--- src/verilog/rs_pkg.sv ---
`default_nettype none

package rs_pkg;

  // Operand and tag widths
  localparam int DATA_W = 32;
  localparam int TAG_W  = 4;

  // Target lane of an instruction, up to four lanes
  typedef enum logic [1:0] {
    FU_0,
    FU_1,
    FU_2,
    FU_3
  } fu_t;

  // Execute stage operations
  typedef enum logic [2:0] {
    OP_ADD,
    OP_SUB,
    OP_AND,
    OP_OR,
    OP_XOR,
    OP_PASS_A,
    OP_ADDR
  } fu_op_t;

  // Tag view of an operand word, tag in the low bits
  typedef struct packed {
    logic [DATA_W-TAG_W-1:0] pad;
    logic [TAG_W-1:0]        tag;
  } operand_tag_t;

  // Operand word is either a value or the tag of its producer
  typedef union packed {
    logic [DATA_W-1:0] value;
    operand_tag_t      tag_view;
  } operand_u;

  // ready set means opnd holds a value, otherwise a tag
  typedef struct packed {
    logic     ready;
    operand_u opnd;
  } src_t;

  // Renamed instruction from the ROB
  typedef struct packed {
    fu_t              fu;
    fu_op_t           op;
    logic [TAG_W-1:0] dst_tag;
    src_t             src_a;
    src_t             src_b;
  } dispatch_t;

  // Broadcast bus and lane result record
  typedef struct packed {
    logic              valid;
    logic [TAG_W-1:0]  tag;
    logic [DATA_W-1:0] value;
  } cdb_t;

endpackage

`default_nettype wire
--- src/verilog/rs_dispatch.sv ---
`timescale 1ns/100ps
`default_nettype none

module rs_dispatch
  import rs_pkg::*;
#(
  parameter int NUM_FU = 2
) (
  input  logic              in_clk,
  input  logic              in_rst_n,
  input  logic              disp_req,
  input  dispatch_t         disp_bus,
  output logic              disp_ack,
  input  logic [NUM_FU-1:0] lane_full,
  input  logic              flush,
  output logic [NUM_FU-1:0] lane_insert,
  output dispatch_t         insert_bus
);

  typedef enum logic [1:0] {
    S_IDLE,
    S_INSERTED,
    S_WAIT_LOW
  } disp_state_t;

  disp_state_t       state;
  logic [NUM_FU-1:0] target;
  logic              target_ready;
  logic              do_insert;

  // One-hot decode of the unit field
  always_comb begin
    for (int i = 0; i < NUM_FU; i++) begin
      target[i] = (int'(disp_bus.fu) == i);
    end
  end

  // Only the addressed lane's full bit matters
  assign target_ready = |(target & ~lane_full);

  // Single insert per handshake, only taken from idle
  assign do_insert = (state == S_IDLE) && disp_req && target_ready && !flush;

  assign lane_insert = do_insert ? target : '0;
  assign insert_bus  = disp_bus;

  // Ack stays high from the insert edge until req has been seen low
  assign disp_ack = (state != S_IDLE);

  always_ff @(posedge in_clk or negedge in_rst_n) begin
    if (!in_rst_n) begin
      state <= S_IDLE;
    end else begin
      case (state)
        S_IDLE: begin
          if (do_insert) begin
            state <= S_INSERTED;
          end
        end
        S_INSERTED: begin
          state <= disp_req ? S_WAIT_LOW : S_IDLE;
        end
        S_WAIT_LOW: begin
          if (!disp_req) begin
            state <= S_IDLE;
          end
        end
        default: begin
          state <= S_IDLE;
        end
      endcase
    end
  end

endmodule

`default_nettype wire

--- config.mk ---
export PLATFORM = sky130hd
export DESIGN_NAME = rs_dispatch
export DESIGN_NICKNAME = d
export VERILOG_FILES = /design/src/verilog/rs_pkg.sv /design/src/verilog/rs_dispatch.sv
export SDC_FILE = /design/constraint.sdc
export NUM_CORES = 1
export LEC_CHECK = 0
export CAP_MARGIN = 5
export CORE_AREA = 3 3 61 63
export DETAILED_ROUTE_END_ITERATION = 6
export DIE_AREA = 0 0 64 66
export DONT_BUFFER_PORTS = 1
export GPL_TIMING_DRIVEN = 0
export PLACE_DENSITY = 0.37
export SETUP_SLACK_MARGIN = 0.15
export SYNTH_ARGS = -nofsm -noshare
export SYNTH_HDL_FRONTEND = slang
export SYNTH_SLANG_ARGS = --single-unit
--- constraint.sdc ---
create_clock -name in_clk -period 3 [get_ports in_clk]
set_input_delay 0.3 -clock in_clk [delete_from_list [all_inputs] [get_ports in_clk]]
set_output_delay 0.3 -clock in_clk [all_outputs]
set_load 0.01 [all_outputs]
; Word-level counts from Yosys, hierarchy flattened
; Cells that the tools add are included.
[totals]
out_inout_bits = 78
inputBits = 81
ff_bits = 2
[op_classes]
muxes = 5
bitwise_logic = 2
n_eq_ne = 5
n_reduce_logical = 9
[op_table]
columns = cell, count
row1 = 2-bit 2-to-1 mux, 4
row2 = 2-bit one-hot mux with 3 select lines, 1
row3 = "2-bit == test, second input constant", 2
row4 = 2-bit zero test, 2
row5 = "2-bit != test, second input constant", 2
row6 = 1-bit logical AND, 3
row7 = 2-bit AND, 1
row8 = "2-bit by 1-bit == test with 1-bit output, second input constant", 1
row9 = 2-bit inverter, 1
row10 = 2-bit AND reduction, 1
row11 = 2-bit nonzero test, 1
row12 = 2-bit OR reduction, 1
row13 = 1-bit zero test, 1

; Longest topological paths before layout
; Gate-level depths: netlist (run 1).
[depth]
word_depth = 7
mapped_depth = 2
ltp_nobuf = 2

; Worst setup path before layout (run 1)
; No wires, ideal clock.
[synth_path]
kind = reg2out
start = reg state[0]
end = out lane_insert[0]
path_buffers = 0
arrival_time_ns = 1.290
stages_incl_launch_ff = 3
required_time_ns = 2.700
setup_slack_ns = 1.410
cell_sequence = dfrtp_1 > or4b_4 > nor4_1
[synth_between]
elab_chain_len = 5
[synth_rtl]
columns = element, line_no
row1 = from (decl), rs_dispatch.sv:26  ; disp_state_t state;
row2 = from (signal assigned), rs_dispatch.sv:61  ; state <= disp_req ? S_WAIT_LOW : S_IDLE;
row3 = 2-bit zero test, rs_dispatch.sv:42  ; assign do_insert = (state == S_IDLE) && disp_req && target_ready && !flush;
row4 = 1-bit logical AND (3 in a row), rs_dispatch.sv:42
row5 = 2-bit 2-to-1 mux, rs_dispatch.sv:44  ; assign lane_insert = do_insert ? target : '0;
row6 = to (decl), rs_dispatch.sv:16  ; output logic [NUM_FU-1:0] lane_insert,
; Every way passes these cells.

; Worst setup path in the final report (run 1)
; Same ends and word-level chain as after synthesis.

==> results.toml, run 1 <==
[outcome]
status = "completed"

[timing]
fin_ws_ns = 1.09
slew_violations = 0
post-route-min-period_ns = 1.91
clock_skew_ns = 0.00154
hold_violations = 0
min_period_over_period = 0.638
tns_ns = 0
rsz0062_at_grt = "no"
setup_viol = 0
max_freq_mhz = 522
slew_headroom = 0.616
worstMarginPinSlew_ns = 0.570

[pwr]
p_int_uw = 140
p_comb_frac = 0.569
p_clk_frac = 0.290
leakagePower_nw = 0.434
peakVddDrop_uv = 61.4
p_per_area_nw_per_um2 = 263
p_switching_uw = 64.1
seq_power_share = 0.142
p_total_uw = 204
p_sw_frac = 0.314

[synth]
ys.flop_type = "dfrtp_1"
async_reset_ff_frac = 1.00
synth_area_per_cell_um2 = 8.07
yosysMostFrequentCell = "buf_4"
synth.largest_area_cell = "buf_4"
synthTopCellsByArea = "buf_4 (82%), dfrtp_1 (7.3%), nor4b_2 (2.2%), or4b_4 (2.0%), mux2_2 (1.6%)"
netlist_instances = 85
yosysSeqAreaShare = 0.0730
synth_warnings = 0
syn_nets = 166
synth_top_area_frac = 0.821
syn_area_um2 = 686
synth_edf_count = 0
synthTopCellsByCount = "buf_4 (75), dfrtp_1 (2)"
synth_seq_cells = 2
synth.distinct_cells = 10

[cts]
cts_resized = 0
cts_buffer_depth = 2
cts.sinks = 2
clkTransAtPathRegs_ns = 0.03
clkLatencyLatePin_ns = 0.22
cts_tree = "yes"
cts_root_buf = "clkbuf_4"
cts_max_level = 1
numCtsBuffers = 3

[routing]
postRouteWirelength_um = 1680
dr_total_vias = 496
drt_iter0_drc = 9
postRouteAntennaNets = 0
viasPerCell = 3.67
remaining_drc_errors = 0
dr.pass1.iters = 2
wl_per_cell_um = 12.5

[global_routing]
grt_pass1_vias = 339
use_met3 = 0.0391
grt_max_degree = 5
grt_pass1_wl_um = 1500
grt_use_met1 = 0.0344
antenna_found_initial = 0
grt_overflow_total = 0
grt.met2_usage = 0.0877
track_usage = 0.0512
top_usage_layer = "met2"

[placement]
gp_congestion = 0.582
numPortBuffers = 0
placedCellCount = 131
hpwl_um = 1590
dp_slack_ns = 1.33

[cells_and_area]
nets = 172
reg_top3 = "state x2"
regMostFlops = "state"
synthToLayoutAreaGrowth_pct = 13.1
drive_above_1_share = 0.910
largest_reg_flops = 2
fillCellCount = 365
instances_no_fill = 135
antennaDiodeCount = 0

[critical_path]
crit_arrival_ns = 1.61
crit_path_start_kind = "flip-flop"
worstSetupPathType = "reg2out"
r2r-start = "state[0]"
crit_fanout = 3
startpoint = "state[0]"
crit_required_ns = 2.70
endpoint_kind = "output pin"

[worst_hold_path]
holdCritStartpoint = "flush"
hold_class = "in2reg"

[floorplanning]
rows = 21
core_area_um2 = 3280
die_w_um = 64
dieArea_um2 = 4220
io-pin-count = 159
die_h_um = 66
start_util = 0.209

[job]
drv_cap = 0
-- layout by cell type, fill, tap and decap left out, drive strengths merged --
cell | netlist | routed
and2 | 1 | 1
buf | 75 | 75
clkbuf | 0 | 3
dfrtp | 2 | 2
dlygate4sd3 | 0 | 1
mux2 | 1 | 1
nor3 | 1 | 1
nor4 | 1 | 1
nor4b | 1 | 1
or2 | 1 | 1
or4b | 1 | 1
xor2 | 1 | 1
-- layout make-up --
type | instances | area, um^2 | area share
Buffer | 75 | 563 | 0.726
Multi-Input combinational cell | 8 | 72.6 | 0.0935
Tap cell | 46 | 57.6 | 0.0742
Sequential cell | 2 | 50.0 | 0.0645
Clock buffer | 3 | 22.5 | 0.0290
Timing Repair Buffer | 1 | 10.0 | 0.0129
-- stage by stage --
stage / util / hold slack (ns) / area (um^2)
after global routing: 0.236 / 0.142 / 776
after detailed placement: 0.226 / 0.00449 / 743
after floorplan: - / 0.00441 / 686
after CTS: 0.236 / 0.141 / 776
after global placement: 0.226 / 0.00448 / 743
final: 0.236 / 0.149 / 776
-- final timing paths --
| check | endpoint | slack (ns) | cells after the start |
|---|---|---|---|
| max | lane_insert[0] | 1.09 | 2 |
| min | state[0] | 0.15 | 1 |
| max reg2reg | state[0] | 1.78 | 2 |
| min reg2reg | state[0] | 0.59 | 2 |
| max in group asynchronous | state[1] | 2.55 | 1 |
| min in group asynchronous | state[0] | 0.32 | 1 |
-- worst max-delay path, stage by stage (launching register included) --
cell	delay (ns)
dfrtp_1	0.38
or4b_4	0.55
nor4_1	0.45
-- power groups by stage --
stage | combinational [mW] | clock (mW) | sequential, mW
global placement | 0.118 | 0 | 0.0291
finish | 0.116 | 0.0591 | 0.0289
CTS | 0.118 | 0.0635 | 0.0289
global route | 0.122 | 0.0642 | 0.0290
floorplan | 0.109 | 0 | 0.0290
detailed placement | 0.117 | 0 | 0.0292
-- per-layer routing --
layer,part of all wire,up-vias
met5,0,-
met2,0.54,92
met3,0.24,2
li1,-,196
met1,0.21,206
met4,0.0059,0
-- what timing repair did --
| action | in CTS | in global routing |
|---|---|---|
| buffers inserted | 0 | 0 |
| hold endpoints to repair | 2 | 0 |
| hold buffers | 1 | 0 |
-- logic make-up (layout without fill, tap and decap cells) --
family / count (synthesis) / count (layout) / share of synthesized area
buffers and inverters: 75 / 79 / 0.821
and+or+nand+nor: 6 / 6 / 0.0766
DFF: 2 / 2 / 0.0730
xor gates and xnor gates: 1 / 1 / 0.0128
muxes: 1 / 1 / 0.0164
Power figures use the tool's default switching activity.
==> inputs of run 2 (changes only) <==
--- a/config.mk
+++ b/config.mk
@@ -11,7 +11,7 @@
 export DIE_AREA = 0 0 64 66
 export DONT_BUFFER_PORTS = 1
 export GPL_TIMING_DRIVEN = 0
-export PLACE_DENSITY = 0.37
+export PLACE_DENSITY = 0.38
 export SETUP_SLACK_MARGIN = 0.15
 export SYNTH_ARGS = -nofsm -noshare
 export SYNTH_HDL_FRONTEND = slang
==> constraint.sdc (replaced) <==
create_clock -name in_clk -period 1.6 [get_ports in_clk]
set_input_delay 0.16 -clock in_clk [delete_from_list [all_inputs] [get_ports in_clk]]
set_output_delay 0.16 -clock in_clk [all_outputs]
set_load 0.01 [all_outputs]
==> run 2 against run 1 <==
The run now ends with negative setup slack left. Cell area increased by 3.9%. Combinational power rose by 91%. Clock power up 88%. Power rose by 89%. Critical path depth stayed put. Sequential cell count did not move. Count of clock-buffer cells in the layout unchanged. Die area unchanged. Largest cell class unchanged. Largest power group unchanged.
==> results.toml, run 2 (synthesized netlist as in run 1, its figures left out) <==
[critical_path]
crit_arrival_ns = 1.46
crit_path_start_kind = "flip-flop"
cp_slowest_cell = "or4b_4"
critPathTopFamily = "simple AND/OR/NAND/NOR gates"
worstSetupPathType = "reg2out"
slowest_delay_ns = 0.57
crit_required_ns = 1.44
path_cells = "or4b_4 > nor4b_4"
crit_fanout = 3
critPathBufInv = 0
endpoint_kind = "output pin"

[routing]
drt_iter0_drc = 8
wl_per_cell_um = 11.9
postRouteWirelength_um = 1640
postRouteAntennaNets = 0
dr.pass1.iters = 2
dr_total_vias = 497
remaining_drc_errors = 0
viasPerCell = 3.63

[cts]
cts_max_level = 1
numCtsBuffers = 3
cts_tree = "yes"
clkTransAtPathRegs_ns = 0.03
clkLatencyLatePin_ns = 0.22
cts_buffer_depth = 2
cts.sinks = 2
cts_root_buf = "clkbuf_4"

[timing]
rsz0062_at_grt = "yes"
post-route-min-period_ns = 1.62
max_freq_mhz = 619
slew_headroom = 0.769
worstMarginPinSlew_ns = 0.343
tns_ns = -0.0167
hold_ws_ns = 0.00905
clock_skew_ns = 0.00165
hold_violations = 0
slew_violations = 0
fin_ws_ns = -0.0167
min_period_over_period = 1.01
setup_viol = 1

[floorplanning]
dieArea_um2 = 4220
io-pin-count = 159
start_util = 0.209
die_h_um = 66
core_area_um2 = 3280
rows = 21
die_w_um = 64

[global_routing]
grt_pass1_wl_um = 1540
grt_pass1_vias = 343
antenna_found_initial = 0
grt_max_degree = 5
track_usage = 0.0526
grt_overflow_total = 0

[cells_and_area]
regMostFlops = "state"
antennaDiodeCount = 0
largest_reg_flops = 2
nets = 174
drive_above_1_share = 0.923
instances_no_fill = 137
fillCellCount = 354
fin_area_um2 = 806
mostFrequentLayoutCells = "buf_4 (77), clkbuf_4 (3), dfrtp_1 (2)"
fin_util = 0.245
reg_top3 = "state x2"
synthToLayoutAreaGrowth_pct = 17.5
layout_commonest_cell = "buf_4"

[pwr]
p_int_uw = 266
p_total_uw = 387
leakagePower_nw = 0.451
p_clk_frac = 0.287
peakVddDrop_uv = 124
p_switching_uw = 121
seq_power_share = 0.139
p_comb_frac = 0.574
p_per_area_nw_per_um2 = 480
p_sw_frac = 0.313

[job]
drv_cap = 0

[placement]
hpwl_um = 1540
dpl-instance-area_um2 = 743
numPortBuffers = 0
dp_slack_ns = 0.0727
placedCellCount = 131
gp_congestion = 0.605

[worst_hold_path]
hold_class = "in2reg"

[outcome]
violations = "negative setup slack"
status = "finished, violations left"
run 2: path summary, 6_finish.rpt:
check | start | endpoint | slack, ns | depth (start not counted)
setup / recovery | state[0] | lane_insert[1] | -0.02 | 2
hold / removal | flush | state[0] | 0.009 | 1
setup reg to reg | state[0] | state[0] | 0.38 | 2
hold reg to reg | state[1] | state[0] | 0.58 | 2
max in group asynchronous | in_rst_n | state[0] | 1.29 | 1
min in group asynchronous | in_rst_n | state[1] | 0.18 | 1
run 2: layout make-up:
cell class,instances,area (um^2),share of cell area
Buffer,75,563,0.699
Clock buffer,3,22.5,0.0280
Multi-Input combinational cell,8,87.6,0.109
Sequential cell,2,50.0,0.0621
Tap cell,46,57.6,0.0714
Timing Repair Buffer,3,25.0,0.0311
run 2: repair_timing:
| action | in CTS | in global routing |
|---|---|---|
| endpoints found under the hold margin | 2 | 0 |
| endpoints found under the setup margin | 2 | 2 |
| buffers inserted | 2 | 0 |
| resized for setup | 2 | 0 |
| hold buffers | 1 | 0 |
run 2: routing by layer:
metal | GRT usage | routed length (um)
met1 | 0.0293 | 306
met2 | 0.0929 | 881
met3 | 0.0476 | 439
met4 | 0.0485 | 10
met5 | 0 | 0
run 2: power by group through the flow:
stage          sequential [mW]  clock, mW  combinational, mW
5_1_grt                 0.0537      0.119              0.235
6_report                0.0536      0.111              0.222
2_1_floorplan           0.0544          0              0.205
4_1_cts                 0.0536      0.119              0.226
3_3_place_gp            0.0547          0              0.221
3_5_place_dp            0.0547          0              0.218
run 2: worst reg2reg max path, delay by kind of cell, from the launching register on:
| kind | cells | cell delay, ns |
|---|---|---|
| DFF | 1 | 0.37 |
| and+or+nand+nor | 2 | 0.76 |
==> inputs of run 3 (changes only) <==
--- a/config.mk
+++ b/config.mk
@@ -6,12 +6,14 @@
 export NUM_CORES = 1
 export LEC_CHECK = 0
 export CAP_MARGIN = 5
+export CELL_PAD_IN_SITES_DETAIL_PLACEMENT = 1
+export CELL_PAD_IN_SITES_GLOBAL_PLACEMENT = 1
 export CORE_AREA = 3 3 61 63
 export DETAILED_ROUTE_END_ITERATION = 6
 export DIE_AREA = 0 0 64 66
 export DONT_BUFFER_PORTS = 1
 export GPL_TIMING_DRIVEN = 0
-export PLACE_DENSITY = 0.38
+export PLACE_DENSITY = 0.58
 export SETUP_SLACK_MARGIN = 0.15
 export SYNTH_ARGS = -nofsm -noshare
 export SYNTH_HDL_FRONTEND = slang
==> run 3 against run 2 <==
The run still ends with negative setup slack left. Cell area up 0.16%. Largest power group unchanged. Wire length up 28%. Clock skew down 0.0016 ns. Via count up 1.8%. Fmax down 3.1%.
==> results.toml, run 3 (synthesized netlist as in run 1, its figures left out) <==
[outcome]
status = "finished, violations left"
violations = "negative setup slack"

[floorplanning]
dieArea_um2 = 4220
die_h_um = 66
core_area_um2 = 3280
start_util = 0.209
io-pin-count = 159
rows = 21
die_w_um = 64

[cells_and_area]
synthToLayoutAreaGrowth_pct = 17.7
fin_area_um2 = 807
nets = 173
antennaDiodeCount = 0
mostFrequentLayoutCells = "buf_4 (76), clkbuf_4 (3), dfrtp_1 (2)"
largest_reg_flops = 2
regMostFlops = "state"
reg_top3 = "state x2"
instances_no_fill = 136
fin_util = 0.246
layout_commonest_cell = "buf_4"
drive_above_1_share = 0.922

[placement]
gp_congestion = 0.566
placedCellCount = 131
numPortBuffers = 0
dpl-instance-area_um2 = 743
hpwl_um = 1880

[timing]
rsz0062_at_grt = "yes"
max_freq_mhz = 600
setup_viol = 2
post-route-min-period_ns = 1.67
slew_violations = 0
hold_violations = 0
worstMarginPinSlew_ns = 0.322
min_period_over_period = 1.04
hold_ws_ns = 0.00877
fin_ws_ns = -0.0676
clock_skew_ns = 0.0000766
slew_headroom = 0.784

[critical_path]
cp_slowest_cell = "or4b_4"
crit_fanout = 3
slowest_delay_ns = 0.59
crit_path_start_kind = "flip-flop"
crit_arrival_ns = 1.51
path_cells = "or4b_4 > nor4b_4"
crit_required_ns = 1.44
endpoint_kind = "output pin"
worstSetupPathType = "reg2out"

[global_routing]
grt_overflow_total = 0
antenna_found_initial = 0
track_usage = 0.0730
grt_pass1_wl_um = 2360
grt_use_met1 = 0.0495
grt_pass1_vias = 461
use_met3 = 0.0391
grt_max_degree = 5
top_usage_layer = "met2"
grt.met2_usage = 0.155

[routing]
dr_total_vias = 506
viasPerCell = 3.72
remaining_drc_errors = 0
wl_per_cell_um = 15.4
drt_iter0_drc = 1
postRouteAntennaNets = 0
dr.pass1.iters = 2
postRouteWirelength_um = 2090

[pwr]
p_total_uw = 392
p_per_area_nw_per_um2 = 486
leakagePower_nw = 0.448
peakVddDrop_uv = 101

[cts]
clkTransAtPathRegs_ns = 0.03
cts.sinks = 2
cts_root_buf = "clkbuf_4"
cts_buffer_depth = 2
cts_tree = "yes"
clkLatencyLatePin_ns = 0.22
cts_max_level = 1
numCtsBuffers = 3

[job]
drv_cap = 0

[worst_hold_path]
hold_class = "in2reg"
## run 3: through the flow
step	setup WS, ns	TNS, ns
6_report	-0.0676	-0.0773
5_1_grt	-0.127	-0.186
4_1_cts	-0.0967	-0.127
3_5_place_dp	-0.0633	-0.0633
3_3_place_gp	-0.0580	-0.0580
2_1_floorplan	0.150	0
## run 3: repair_timing
| action | in CTS | in global routing |
|---|---|---|
| hold endpoints to repair | 2 | 0 |
| buffers inserted | 1 | 0 |
| hold buffers | 1 | 0 |
| gates resized for setup | 3 | 0 |
| setup endpoints to repair | 2 | 2 |
## run 3: routing by layer
metal,wire (um),share of wire
met1,449,0.21
met2,1260,0.60
met3,366,0.17
met4,14,0.0067
met5,0,0
## run 3: critical path: cells and delay by family, from the launching register on
kind / cells / cell delay, ns
simple gates: 2 / 0.90
flops: 1 / 0.38
## run 3: path summary, 6_finish.rpt
check / start / to / slack, ns / depth (start not counted)
hold reg to reg: state[0] / state[0] / 0.63 / 2
min in group asynchronous: in_rst_n / state[0] / 0.17 / 1
hold / removal: flush / state[0] / 0.009 / 1
setup / recovery: state[0] / lane_insert[1] / -0.07 / 2
setup reg to reg: state[0] / state[0] / 0.34 / 2
max in group asynchronous: in_rst_n / state[1] / 1.31 / 1
## run 3: area by class of cell
class,instances,area [um^2]
well taps,46,57.6
flip-flops and latches,2,50.0
multi-input cells,8,96.3
repair buffers,2,17.5
plain buffers,75,563
clock buffers,3,22.5
fillers,408,2480
## run 3: where the power goes
part | internal, mW | leakage, nW | switching [mW]
clock network | 0.0829 | 0.0138 | 0.0305
registers | 0.0527 | 0.0275 | 0.00153
logic | 0.130 | 0.406 | 0.0950
total | 0.265 | 0.448 | 0.127
