`src/verilog/rs_pkg.sv`:
```
`default_nettype none

package rs_pkg;

  // Operand and tag widths
  localparam int DATA_W = 32;
  localparam int TAG_W  = 4;

  // Target lane of an instruction, up to four lanes
  typedef enum logic [1:0] {
    FU_0,
    FU_1,
    FU_2,
    FU_3
  } fu_t;

  // Execute stage operations
  typedef enum logic [2:0] {
    OP_ADD,
    OP_SUB,
    OP_AND,
    OP_OR,
    OP_XOR,
    OP_PASS_A,
    OP_ADDR
  } fu_op_t;

  // Tag view of an operand word, tag in the low bits
  typedef struct packed {
    logic [DATA_W-TAG_W-1:0] pad;
    logic [TAG_W-1:0]        tag;
  } operand_tag_t;

  // Operand word is either a value or the tag of its producer
  typedef union packed {
    logic [DATA_W-1:0] value;
    operand_tag_t      tag_view;
  } operand_u;

  // ready set means opnd holds a value, otherwise a tag
  typedef struct packed {
    logic     ready;
    operand_u opnd;
  } src_t;

  // Renamed instruction from the ROB
  typedef struct packed {
    fu_t              fu;
    fu_op_t           op;
    logic [TAG_W-1:0] dst_tag;
    src_t             src_a;
    src_t             src_b;
  } dispatch_t;

  // Broadcast bus and lane result record
  typedef struct packed {
    logic              valid;
    logic [TAG_W-1:0]  tag;
    logic [DATA_W-1:0] value;
  } cdb_t;

endpackage

`default_nettype wire
```
`src/verilog/reservation_station.sv`:
```
`timescale 1ns/100ps
`default_nettype none

module reservation_station
  import rs_pkg::*;
#(
  parameter int RS_SIZE = 4
) (
  input  logic      in_clk,
  input  logic      in_rst_n,
  input  logic      flush,
  input  logic      insert,
  input  dispatch_t insert_bus,
  input  cdb_t      cdb,
  output logic      full,
  output cdb_t      result,
  input  logic      taken
);

  localparam int IDX_W = (RS_SIZE > 1) ? $clog2(RS_SIZE) : 1;

  typedef struct packed {
    fu_op_t           op;
    logic [TAG_W-1:0] dst_tag;
    src_t             src_a;
    src_t             src_b;
  } rs_entry_t;

  rs_entry_t         entries [RS_SIZE];
  logic [RS_SIZE-1:0] ent_valid;
  logic [RS_SIZE-1:0] ent_ready;
  logic [IDX_W-1:0]  free_idx;
  logic [IDX_W-1:0]  issue_idx;
  logic              any_free;
  logic              any_ready;
  logic              do_issue;
  rs_entry_t         sel;
  logic [DATA_W-1:0] alu_out;
  logic              res_valid;
  logic [TAG_W-1:0]  res_tag;
  logic [DATA_W-1:0] res_value;

  // Capture a broadcast value when the waiting tag matches
  function automatic src_t wake(input src_t src, input cdb_t bus);
    src_t woken;
    woken = src;
    if (!src.ready && bus.valid && (src.opnd.tag_view.tag == bus.tag)) begin
      woken.ready      = 1'b1;
      woken.opnd.value = bus.value;
    end
    return woken;
  endfunction

  always_comb begin
    for (int i = 0; i < RS_SIZE; i++) begin
      ent_ready[i] = ent_valid[i] && entries[i].src_a.ready && entries[i].src_b.ready;
    end
  end

  // Lowest index wins in both encoders, so scan downward
  always_comb begin
    free_idx  = '0;
    any_free  = 1'b0;
    issue_idx = '0;
    any_ready = 1'b0;
    for (int i = RS_SIZE - 1; i >= 0; i--) begin
      if (!ent_valid[i]) begin
        free_idx = IDX_W'(i);
        any_free = 1'b1;
      end
      if (ent_ready[i]) begin
        issue_idx = IDX_W'(i);
        any_ready = 1'b1;
      end
    end
  end

  assign full = !any_free;

  // A pending result blocks issue
  assign do_issue = any_ready && !res_valid;

  assign sel = entries[issue_idx];

  // Execute stage
  always_comb begin
    case (sel.op)
      // OP_ADDR adds base and offset like load and store address updates
      OP_ADD, OP_ADDR: alu_out = sel.src_a.opnd.value + sel.src_b.opnd.value;
      OP_SUB:    alu_out = sel.src_a.opnd.value - sel.src_b.opnd.value;
      OP_AND:    alu_out = sel.src_a.opnd.value & sel.src_b.opnd.value;
      OP_OR:     alu_out = sel.src_a.opnd.value | sel.src_b.opnd.value;
      OP_XOR:    alu_out = sel.src_a.opnd.value ^ sel.src_b.opnd.value;
      OP_PASS_A: alu_out = sel.src_a.opnd.value;
      default:   alu_out = '0;
    endcase
  end

  always_ff @(posedge in_clk or negedge in_rst_n) begin
    if (!in_rst_n) begin
      ent_valid <= '0;
    end else if (flush) begin
      ent_valid <= '0;
    end else begin
      if (do_issue) begin
        ent_valid[issue_idx] <= 1'b0;
      end
      if (insert && any_free) begin
        ent_valid[free_idx] <= 1'b1;
      end
    end
  end

  // Entry payload takes wakeups first and a new insert on top
  always_ff @(posedge in_clk) begin
    for (int i = 0; i < RS_SIZE; i++) begin
      entries[i].src_a <= wake(entries[i].src_a, cdb);
      entries[i].src_b <= wake(entries[i].src_b, cdb);
    end
    if (insert && any_free) begin
      entries[free_idx].op      <= insert_bus.op;
      entries[free_idx].dst_tag <= insert_bus.dst_tag;
      entries[free_idx].src_a   <= wake(insert_bus.src_a, cdb);
      entries[free_idx].src_b   <= wake(insert_bus.src_b, cdb);
    end
  end

  always_ff @(posedge in_clk or negedge in_rst_n) begin
    if (!in_rst_n) begin
      res_valid <= 1'b0;
    end else if (flush) begin
      res_valid <= 1'b0;
    end else if (do_issue) begin
      res_valid <= 1'b1;
    end else if (taken) begin
      res_valid <= 1'b0;
    end
  end

  always_ff @(posedge in_clk) begin
    if (do_issue) begin
      res_tag   <= sel.dst_tag;
      res_value <= alu_out;
    end
  end

  assign result = '{valid: res_valid, tag: res_tag, value: res_value};

endmodule

`default_nettype wire

```
`config.mk`:
```
export PLATFORM = sky130hd
export DESIGN_NAME = reservation_station
export DESIGN_NICKNAME = d
export VERILOG_FILES = /design/src/verilog/rs_pkg.sv /design/src/verilog/reservation_station.sv
export SDC_FILE = /design/constraint.sdc
export NUM_CORES = 1
export LEC_CHECK = 0
export BUFFER_PORTS_ARGS = -buffer_cell sky130_fd_sc_hd__buf_4
export CAP_MARGIN = 0
export CELL_PAD_IN_SITES_DETAIL_PLACEMENT = 0
export CELL_PAD_IN_SITES_GLOBAL_PLACEMENT = 1
export CORE_ASPECT_RATIO = 1.4
export CORE_MARGIN = 4
export CORE_UTILIZATION = 30
export DETAILED_ROUTE_END_ITERATION = 8
export GPL_TIMING_DRIVEN = 1
export PLACE_DENSITY_LB_ADDON = 0.1
export SLEW_MARGIN = 25
export SYNTH_ARGS = -nofsm -noshare
export SYNTH_HDL_FRONTEND = slang
export SYNTH_SLANG_ARGS = --single-unit
```
`constraint.sdc`:
```
create_clock -name in_clk -period 7.83 [get_ports in_clk]
set_input_delay 0.783 -clock in_clk [delete_from_list [all_inputs] [get_ports in_clk]]
set_output_delay 0.783 -clock in_clk [all_outputs]
set_load 0.01 [all_outputs]
```
======== Word level (Yosys, flattened, before mapping) ========
Memories as Yosys holds them, arrays and structs flattened.
Cells that the tools add are included.
word-level totals
  memories kept ........................... 1
  bits in writable memories ............... 292
  output and inout port bits .............. 38
  register bits ........................... 41
operators by class
  bitwise operators ....................... 6
  equal/unequal tests ..................... 16
  add/subtract/negate cells ............... 2
  $lt $le $gt $ge ......................... 4
  reduce and logical (&&, ||, !) cells .... 47
  muxes and demuxes ....................... 42
memory list
  name     depth  width  rd ports  clocked after Yosys merged registers in  write ports  line                       source
  entries  4      73     5         0                                        5            reservation_station.sv:29  rs_entry_t entries [RS_SIZE];
operator list
  operator                                              number
  2-to-1 mux 33 bit                                     12
  one-hot mux 32 bit (6 select lines)                   1
  == test 4 bit                                         10
  adder 32 bit                                          1
  bitwise AND 32 bit                                    1
  logical AND 1 bit                                     32
  bitwise OR 32 bit                                     1
  subtractor 32 bit                                     1
  bitwise XOR 32 bit                                    1
  2-to-1 mux 2 bit                                      8
  2-to-1 mux 4 bit                                      4
  2-to-1 mux 1 bit                                      15
  zero test 1 bit                                       12
  == test 3 bit (second input constant)                 3
  == test 3 x 2 -> 1 bit (second input constant)        2
  < comparator 2 x 3 -> 1 bit (second input constant)   2
  bitwise AND 4 bit                                     1
  demux 1 bit (select 2 bit)                            2
  >= comparator 2 x 1 -> 1 bit (second input constant)  2
  NOT 4 bit                                             1
  bitwise OR 4 bit                                      1
  == test 3 x 1 -> 1 bit (second input constant)        1
  zero test 3 bit                                       1
  nonzero test 3 bit                                    1
  OR reduction 2 bit                                    1

======== Logic depth before layout (Yosys ltp) ========
Gate-level depths: netlist of run 1.
An unclocked memory read counts as a cell.
  depth after elaboration ................. 18
  gate-level depth with buffers ........... 24

======== Worst setup path before layout of run 1 ========
No wires, ideal clock.
  path kind ............................... input -> register
  start ................................... in cdb[33] (netlist name)
  end ..................................... mem entries[0][0] (netlist name) (enable)
  path slack .............................. 2.452 ns
  stages .................................. 4
  data required time ...................... 7.315 ns
  arrival time ............................ 4.863 ns
  buffers on the path ..................... 1
  path through ............................ clkbuf_1 > xnor2_1 > nand3b_1 > o41ai_1
RTL lines
  element          line                       source
  start, declared  reservation_station.sv:14  input cdb_t cdb,
  end, declared    reservation_station.sv:29

======== Worst setup path in the final report of run 1 ========
  start ................................... reg ent_valid[0]
  end ..................................... reg res_value[28] (data pin)
on the way
  cells in the longest elaborated chain, start to end .. 7
  elaborated cells on any way between the ends .. 18
ends and longest elaborated chain
  element                                                                    line                        source
  start, declared                                                            reservation_station.sv:30   logic [RS_SIZE-1:0] ent_valid;
  start signal, assigned                                                     reservation_station.sv:101  ent_valid <= '0;
  start signal, assigned                                                     reservation_station.sv:103  ent_valid <= '0;
  start signal, assigned by index                                            reservation_station.sv:106  ent_valid[issue_idx] <= 1'b0;
  logical AND 1 bit (*) (2 in series)                                        reservation_station.sv:56   ent_ready[i] = ent_valid[i] && entries[i].src_a.ready && entries[i].src_b.ready;
  2-to-1 mux 2 bit (*)                                                       reservation_station.sv:71   if (ent_ready[i]) begin
  memory read (4 x 73 bit) (*)                                               --
  parallel branches: the longest is 2 deep, another holds subtractor 32 bit  --
  one-hot mux 32 bit (6 select lines) (*)                                    reservation_station.sv:87   case (sel.op)
  via alu_out[28]                                                            reservation_station.sv:38   logic [DATA_W-1:0] alu_out;
  end signal, assigned                                                       reservation_station.sv:143  res_value <= alu_out;
  end, declared                                                              reservation_station.sv:41   logic [DATA_W-1:0] res_value;
Mark *: on every way through the listed nets, which the timed path passes.
A chain may end at the register's enable or synchronous reset.

==> results of run 1 <==
routing by layer:
| metal | GRT usage (%) | wire (um) | vias to the layer above |
|---|---|---|---|
| li1 | - | - | 6752 |
| met5 | 0 | 0 | - |
| met2 | 36.69 | 38450 | 340 |
| met4 | 4.873 | 1693 | 0 |
| met1 | 24.85 | 29850 | 7379 |
| met3 | 2.630 | 3001 | 79 |
final cells by class:
type,count,area (sq um),area share [%]
tap,855,1070,4.500
clock buffer,54,1062,4.469
clock inverter,15,143.9,0.6053
inverter,92,345.3,1.453
sequential,333,9975,41.96
multi-input combinational,1108,9463,39.81
timing repair buffer,225,1713,7.206
registers in the layout, summed over array words and instances, names as in the netlist:
register   flops
ent_valid      4
entries      292
res_tag        4
res_valid      1
res_value     32
where the power goes:
part	switching, uW	internal, uW
logic	678	459
clock network	756	1010
registers	26.2	2070
total	1460	3550
final timing paths:
check                                                end  slack (ps)
worst max-delay path             res_value[28]$_DFFE_PP_        1420
min in group asynchronous         ent_valid[2]$_DFF_PN0_         560
max in group asynchronous          res_valid$_DFFE_PN0P_        7140
worst min register to register      res_tag[2]$_DFFE_PP_         520
worst min-delay path            entries[0][69]$_DFFE_PP_         420
worst max register to register   res_value[28]$_DFFE_PP_        1420
worst register-to-register path, cell delays in order (launching register included):
cell	delay [ps]
dfrtp_1	470
nand3_2	510
o31ai_4	310
buf_8	240
a32oi_1	540
nand2_1	220
nor2_1	340
buf_4	330
a21oi_1	90
xnor2_1	140
ha_1	420
a21oi_1	210
nor2_1	70
o41ai_1	630
a211oi_1	280
o31ai_1	630
o211ai_1	260
and3_1	200
a211o_1	250
Yosys cell counts (11+ instances only):
cell type	n
nand2b_1	12
nand2_1	61
a221o_1	11
a21o_1	13
nor3_1	13
a21boi_0	29
ha_1	96
o41ai_1	12
nor2_1	74
and4_1	22
clkbuf_1	82
xnor2_1	49
a21oi_1	55
mux2_2	256
edfxtp_1	328
nand4_1	13
a222oi_1	41
a311oi_1	17
nand3_1	24
inv_1	90
o21ai_0	50
xor2_1	31
a221oi_1	19
o22ai_1	39
per-stage QoR:
step                      instances  instance area, sq um  setup slack (ps)  utilization (%)
final                          2682                 23770              1416            35.71
after global routing           2682                 23770              1059            35.71
after CTS                      2681                 23770              1197            35.70
after detailed placement       2611                 22550              1245            33.88
after global placement         2609                 22520              1158            33.84
after floorplan                1641                 20090              2452                -
cells by family after synthesis:
family                   Yosys count  synth area share [%]
AO/OA/AOI/OAI                    399                 14.97
flip-flops                       333                 49.65
AND/OR/NAND/NOR                  276                 7.336
multiplexers                     256                 14.35
buffers and inverters            200                 4.135
adder cells (fa/ha/maj)           97                 6.078
XOR/XNOR                          80                 3.487
what timing repair did:
item / 4_1_cts / 5_1_grt
hold endpoints to repair: 5 / 0
gates resized for setup: 0 / 0
hold buffers: 1 / 0
==> impl_metrics.toml, run 1 <==
[worst_setup_path]
cpMaxStageDelayCell = "o41ai_1"
reg2reg_depth = 18
worstPathRequired_ps = 8140
crit_arrival_ps = 6720
startpoint = "ent_valid[0]$_DFF_PN0_"
critPathLaunchType = "register"
crit_fanout = 21
path_class = "reg2reg"
reg2reg_from = "ent_valid[0]$_DFF_PN0_"
crit_path_end_kind = "register"
crit_family = "compound AO/OA/AOI/OAI gates"
crit_buf_inv = 2
cp.depth = 18
critPathMaxStageDelay_ps = 630
crit_chain = "nand3_2 > o31ai_4 > buf_8 > a32oi_1 > nand2_1 > nor2_1 > buf_4 > a21oi_1 > xnor2_1 > ha_1 > a21oi_1 > nor2_1 > o41ai_1 > a211oi_1 > o31ai_1 > o211ai_1 > and3_1 > a211o_1"

[sta]
report.final.hold_viol_count = 0
worst_pin_slew_ps = 1070
hold_slack_ps = 421.5
max_freq_mhz = 155.9
finalSetupViolCount = 0
finalCritPeriodShare_pct = 81.92
period_needed_ps = 6414
skew_ps = 21.20
max_slew_margin_pct = 28.65
rsz0062_at_grt = "no"
slew_violations = 0
setup_tns_ps = 0

[synthesis]
synth_ff_type = "edfxtp_1"
synth_edf_count = 328
syn_area_per_cell_sq_um = 12.24
synth_cells = 1641
synth_top_area_share_pct = 49.02
ys_seq_area_share_pct = 49.65
async_flop_share_pct = 1.502
syn_nets = 1855
ys_ff_latch = 333
synth_area_leaders = "edfxtp_1 (49%), mux2_2 (14%), ha_1 (6.0%), xnor2_1 (2.1%), a222oi_1 (2.0%)"
synth_cell_type_count = 83
yosysWarnings = 0
yosys.area.top_type = "edfxtp_1"
synth_area_sq_um = 20090

[cells_and_area]
num_antenna_cells = 0
mostFrequentLayoutCell = "edfxtp_1"
layout_common_cells = "edfxtp_1 (328), mux2_2 (256), buf_4 (220)"
nNetsFinal = 2012
area_delta_synth_final_pct = 18.31
fillCellCount = 6480
drive_above_1_share_pct = 31.75

[placed_design]
place_hpwl_um = 51790
place.port_buffers = 152
gp_congestion = 0.7976

[global_routing]
grt_pass1_vias = 15210
grt_first_pass_wirelength_um = 104900
gr-total-overflow = 0
antenna_found_initial = 0
grtUsageTotal_pct = 20.04
grt_max_degree = 48

[route]
drt_first_pass_iters = 8
ant_nets = 0
drc = 0
wirelength_um = 72990
vias_per_cell = 5.425
drtIter0Drc = 1061
avgRoutedWirePerCell_um = 27.22
vias = 14550

[floorplan]
num_rows = 112
io_pins = 155
core-area_sq_um = 66560
initial_core_util_pct = 30.18
die_y_um = 314.2
die_x_um = 226.7
dieArea_sq_um = 71240

[clock_tree]
clk_pin_slew_ps = 60
post_cts_buffers = 0
max-clock-path-buffers = 3
htreeDepth = 2
cts-buffers-inserted = 38
cts-root-buf = "clkbuf_16"
cts_tree = "done"
clock_sinks = 333
clk_latency_ps = 570

[min_path]
holdPathStages = 1
worstHoldStart = "insert_bus[69]"
min_path_type = "in2reg"

[power_and_ir_drop]
powerDensity_nw_per_um2 = 210.6
irDropWorstVdd_uv = 126.6
leakage_uw = 0.008670
finalPower_uw = 5006

[job]
maxCapViolCount = 0

[outcome]
status = "finished clean"
Power figures use the tool's default switching activity.
==> inputs of run 2 (changes only) <==
==> constraint.sdc (replaced) <==
create_clock -name in_clk -period 6.5 [get_ports in_clk]
set_input_delay 0.65 -clock in_clk [delete_from_list [all_inputs] [get_ports in_clk]]
set_output_delay 0.65 -clock in_clk [all_outputs]
set_load 0.01 [all_outputs]
==> run 2 against run 1 <==
  * Fmax grew 8.5%
  * Flip-flop and latch count unchanged
  * Via count increased by 0.78%
  * Sequential share of layout area decreased by 0.45 points
==> impl_metrics.toml, run 2 (same netlist as run 1, synthesis figures left out) <==
[cells_and_area]
regMostFlops = "entries"
largest_reg_flops = 292
area_delta_synth_final_pct = 19.59
nNetsFinal = 2035
mostFrequentLayoutCell = "edfxtp_1"
layout_common_cells = "edfxtp_1 (328), mux2_2 (256), buf_4 (242)"
reg.largest.list = "entries: 292 flops, res_value: 32 flops"
num_antenna_cells = 0
finish.utilization_pct = 36.10
drive_above_1_share_pct = 32.70

[outcome]
status = "finished clean"

[sta]
max_slew_margin_pct = 30.26
worst_pin_slew_ps = 1046
slew_violations = 0
skew_ps = 20.07
period_needed_ps = 5912
finalSetupViolCount = 0
setup_tns_ps = 0
rsz0062_at_grt = "no"
final.setup.worst_slack_ps = 587.8
report.final.hold_viol_count = 0
max_freq_mhz = 169.1
finalCritPeriodShare_pct = 90.96

[worst_setup_path]
critPathLaunchType = "register"
r2r_setup_slack_ps = 590
crit_fanout = 18
r2r-end = "res_value[27]$_DFFE_PP_"
crit_path_end_kind = "register"
crit_arrival_ps = 6210
crit_end = "res_value[27]$_DFFE_PP_"
worstPathRequired_ps = 6800
reg2reg_depth = 20
startpoint = "entries[1][65]$_SDFFCE_PN1P_"
reg2reg_from = "entries[1][65]$_SDFFCE_PN1P_"
path_class = "reg2reg"

[route]
drc = 0
avgRoutedWirePerCell_um = 26.90
wirelength_um = 72760
drtIter0Drc = 1057
vias_per_cell = 5.421
vias = 14660
drt_first_pass_iters = 5
ant_nets = 0

[global_routing]
antenna_found_initial = 0
grtUsageTotal_pct = 20.16
grt_pass1_vias = 15510
grt_max_degree = 48
gr-total-overflow = 0
grt_first_pass_wirelength_um = 105900

[power_and_ir_drop]
p_clk_share_pct = 36.3
p_comb_share_pct = 22.5
seqPwrFrac_pct = 41.1
p_sw_share_pct = 28.86
irDropWorstVdd_uv = 163.1
netSwitchingPower_uw = 1772
p_int_uw = 4369
leakage_uw = 0.008817
powerDensity_nw_per_um2 = 255.6

[placed_design]
dpl_worst_slack_ps = 533.0
place.port_buffers = 152
place_hpwl_um = 52270
gp_congestion = 0.8382

[floorplan]
die_y_um = 314.2
io_pins = 155
num_rows = 112
die_x_um = 226.7
initial_core_util_pct = 30.18
core-area_sq_um = 66560
dieArea_sq_um = 71240

[clock_tree]
cts-root-buf = "clkbuf_16"
cts_tree = "done"
htreeDepth = 2
clk_latency_ps = 570
max-clock-path-buffers = 3
cts_resized = 0
clock_sinks = 333
cts-buffers-inserted = 38
clk_pin_slew_ps = 60

[min_path]
min_path_type = "in2reg"

[job]
maxCapViolCount = 0
[run 2: changes by cell type in the layout (fill, tap and decap cells not counted), sizes merged]
cell           delta
buf              +24
bufinv            +2
clkbuf            -4
clkdlybuf4s15     -1
clkinv            +1
clkinvlp          +1
[run 2: metrics by stage]
step | cells | hold WS [ps] | total power [uW] | cell area, sq um
after floorplan | 1641 | 354.4 | 3428 | 20090
after global placement | 2634 | 469.8 | 3952 | 22740
after detailed placement | 2635 | 469.0 | 3962 | 22750
after CTS | 2705 | 268.4 | 6219 | 24030
after global routing | 2705 | 266.6 | 6424 | 24030
final | 2705 | 291.1 | 6141 | 24030
[run 2: metal layers]
layer	wire [um]	global-route usage, %
met1	30780	25.44
met2	37670	36.63
met3	2713	2.304
met4	1598	4.942
met5	0	0
[run 2: worst min path at each step]
stage	cells past startpoint	from	endpoint	slack, ps
finish	2	flush	ent_valid[0]$_DFF_PN0_	290
global route	2	flush	ent_valid[3]$_DFF_PN0_	270
CTS	1	insert_bus[69]	entries[0][69]$_DFFE_PP_	270
detailed placement	1	in_rst_n	res_valid$_DFFE_PN0P_	470
global placement	1	in_rst_n	res_valid$_DFFE_PN0P_	470
floorplan	0	in_rst_n	ent_valid[0]$_DFF_PN0_	350
[run 2: worst max-delay path, stage by stage, from the launching register on]
cell       delay [ps]
edfxtp_1          400
and3_4            300
o31ai_4           930
buf_4             330
a2bb2oi_1         110
ha_1              230
nand3_1           140
nor2_1            120
a21oi_1           190
xnor2_1           100
ha_1              420
o21ai_0           150
a2111o_1          440
a211oi_1          340
buf_4             190
o311ai_0          250
a21o_1            270
a21o_1            210
a21oi_1           280
o21a_1            170
o31ai_1            50
[run 2: layout make-up]
cell class / count / area [sq um]
repair buffers: 248 / 1912
clock buffers: 50 / 1057
fillers: 6463 / 42540
clock inverters: 19 / 212.7
multi-input cells: 1108 / 9457
inverters: 92 / 345.3
flip-flops and latches: 333 / 9975
well taps: 855 / 1070
[run 2: power groups by stage]
stage / clock network, uW / registers (uW) / logic (uW)
after detailed placement: 0 / 2570 / 1390
after global routing: 2370 / 2530 / 1520
after floorplan: 0 / 2580 / 848
after CTS: 2290 / 2530 / 1400
final: 2230 / 2530 / 1380
after global placement: 0 / 2570 / 1380
[run 2: timing repair]
item,CTS,global route
setup buffers,0,0
hold buffers,1,0
endpoints found under the setup margin,0,0
endpoints found under the hold margin,5,0
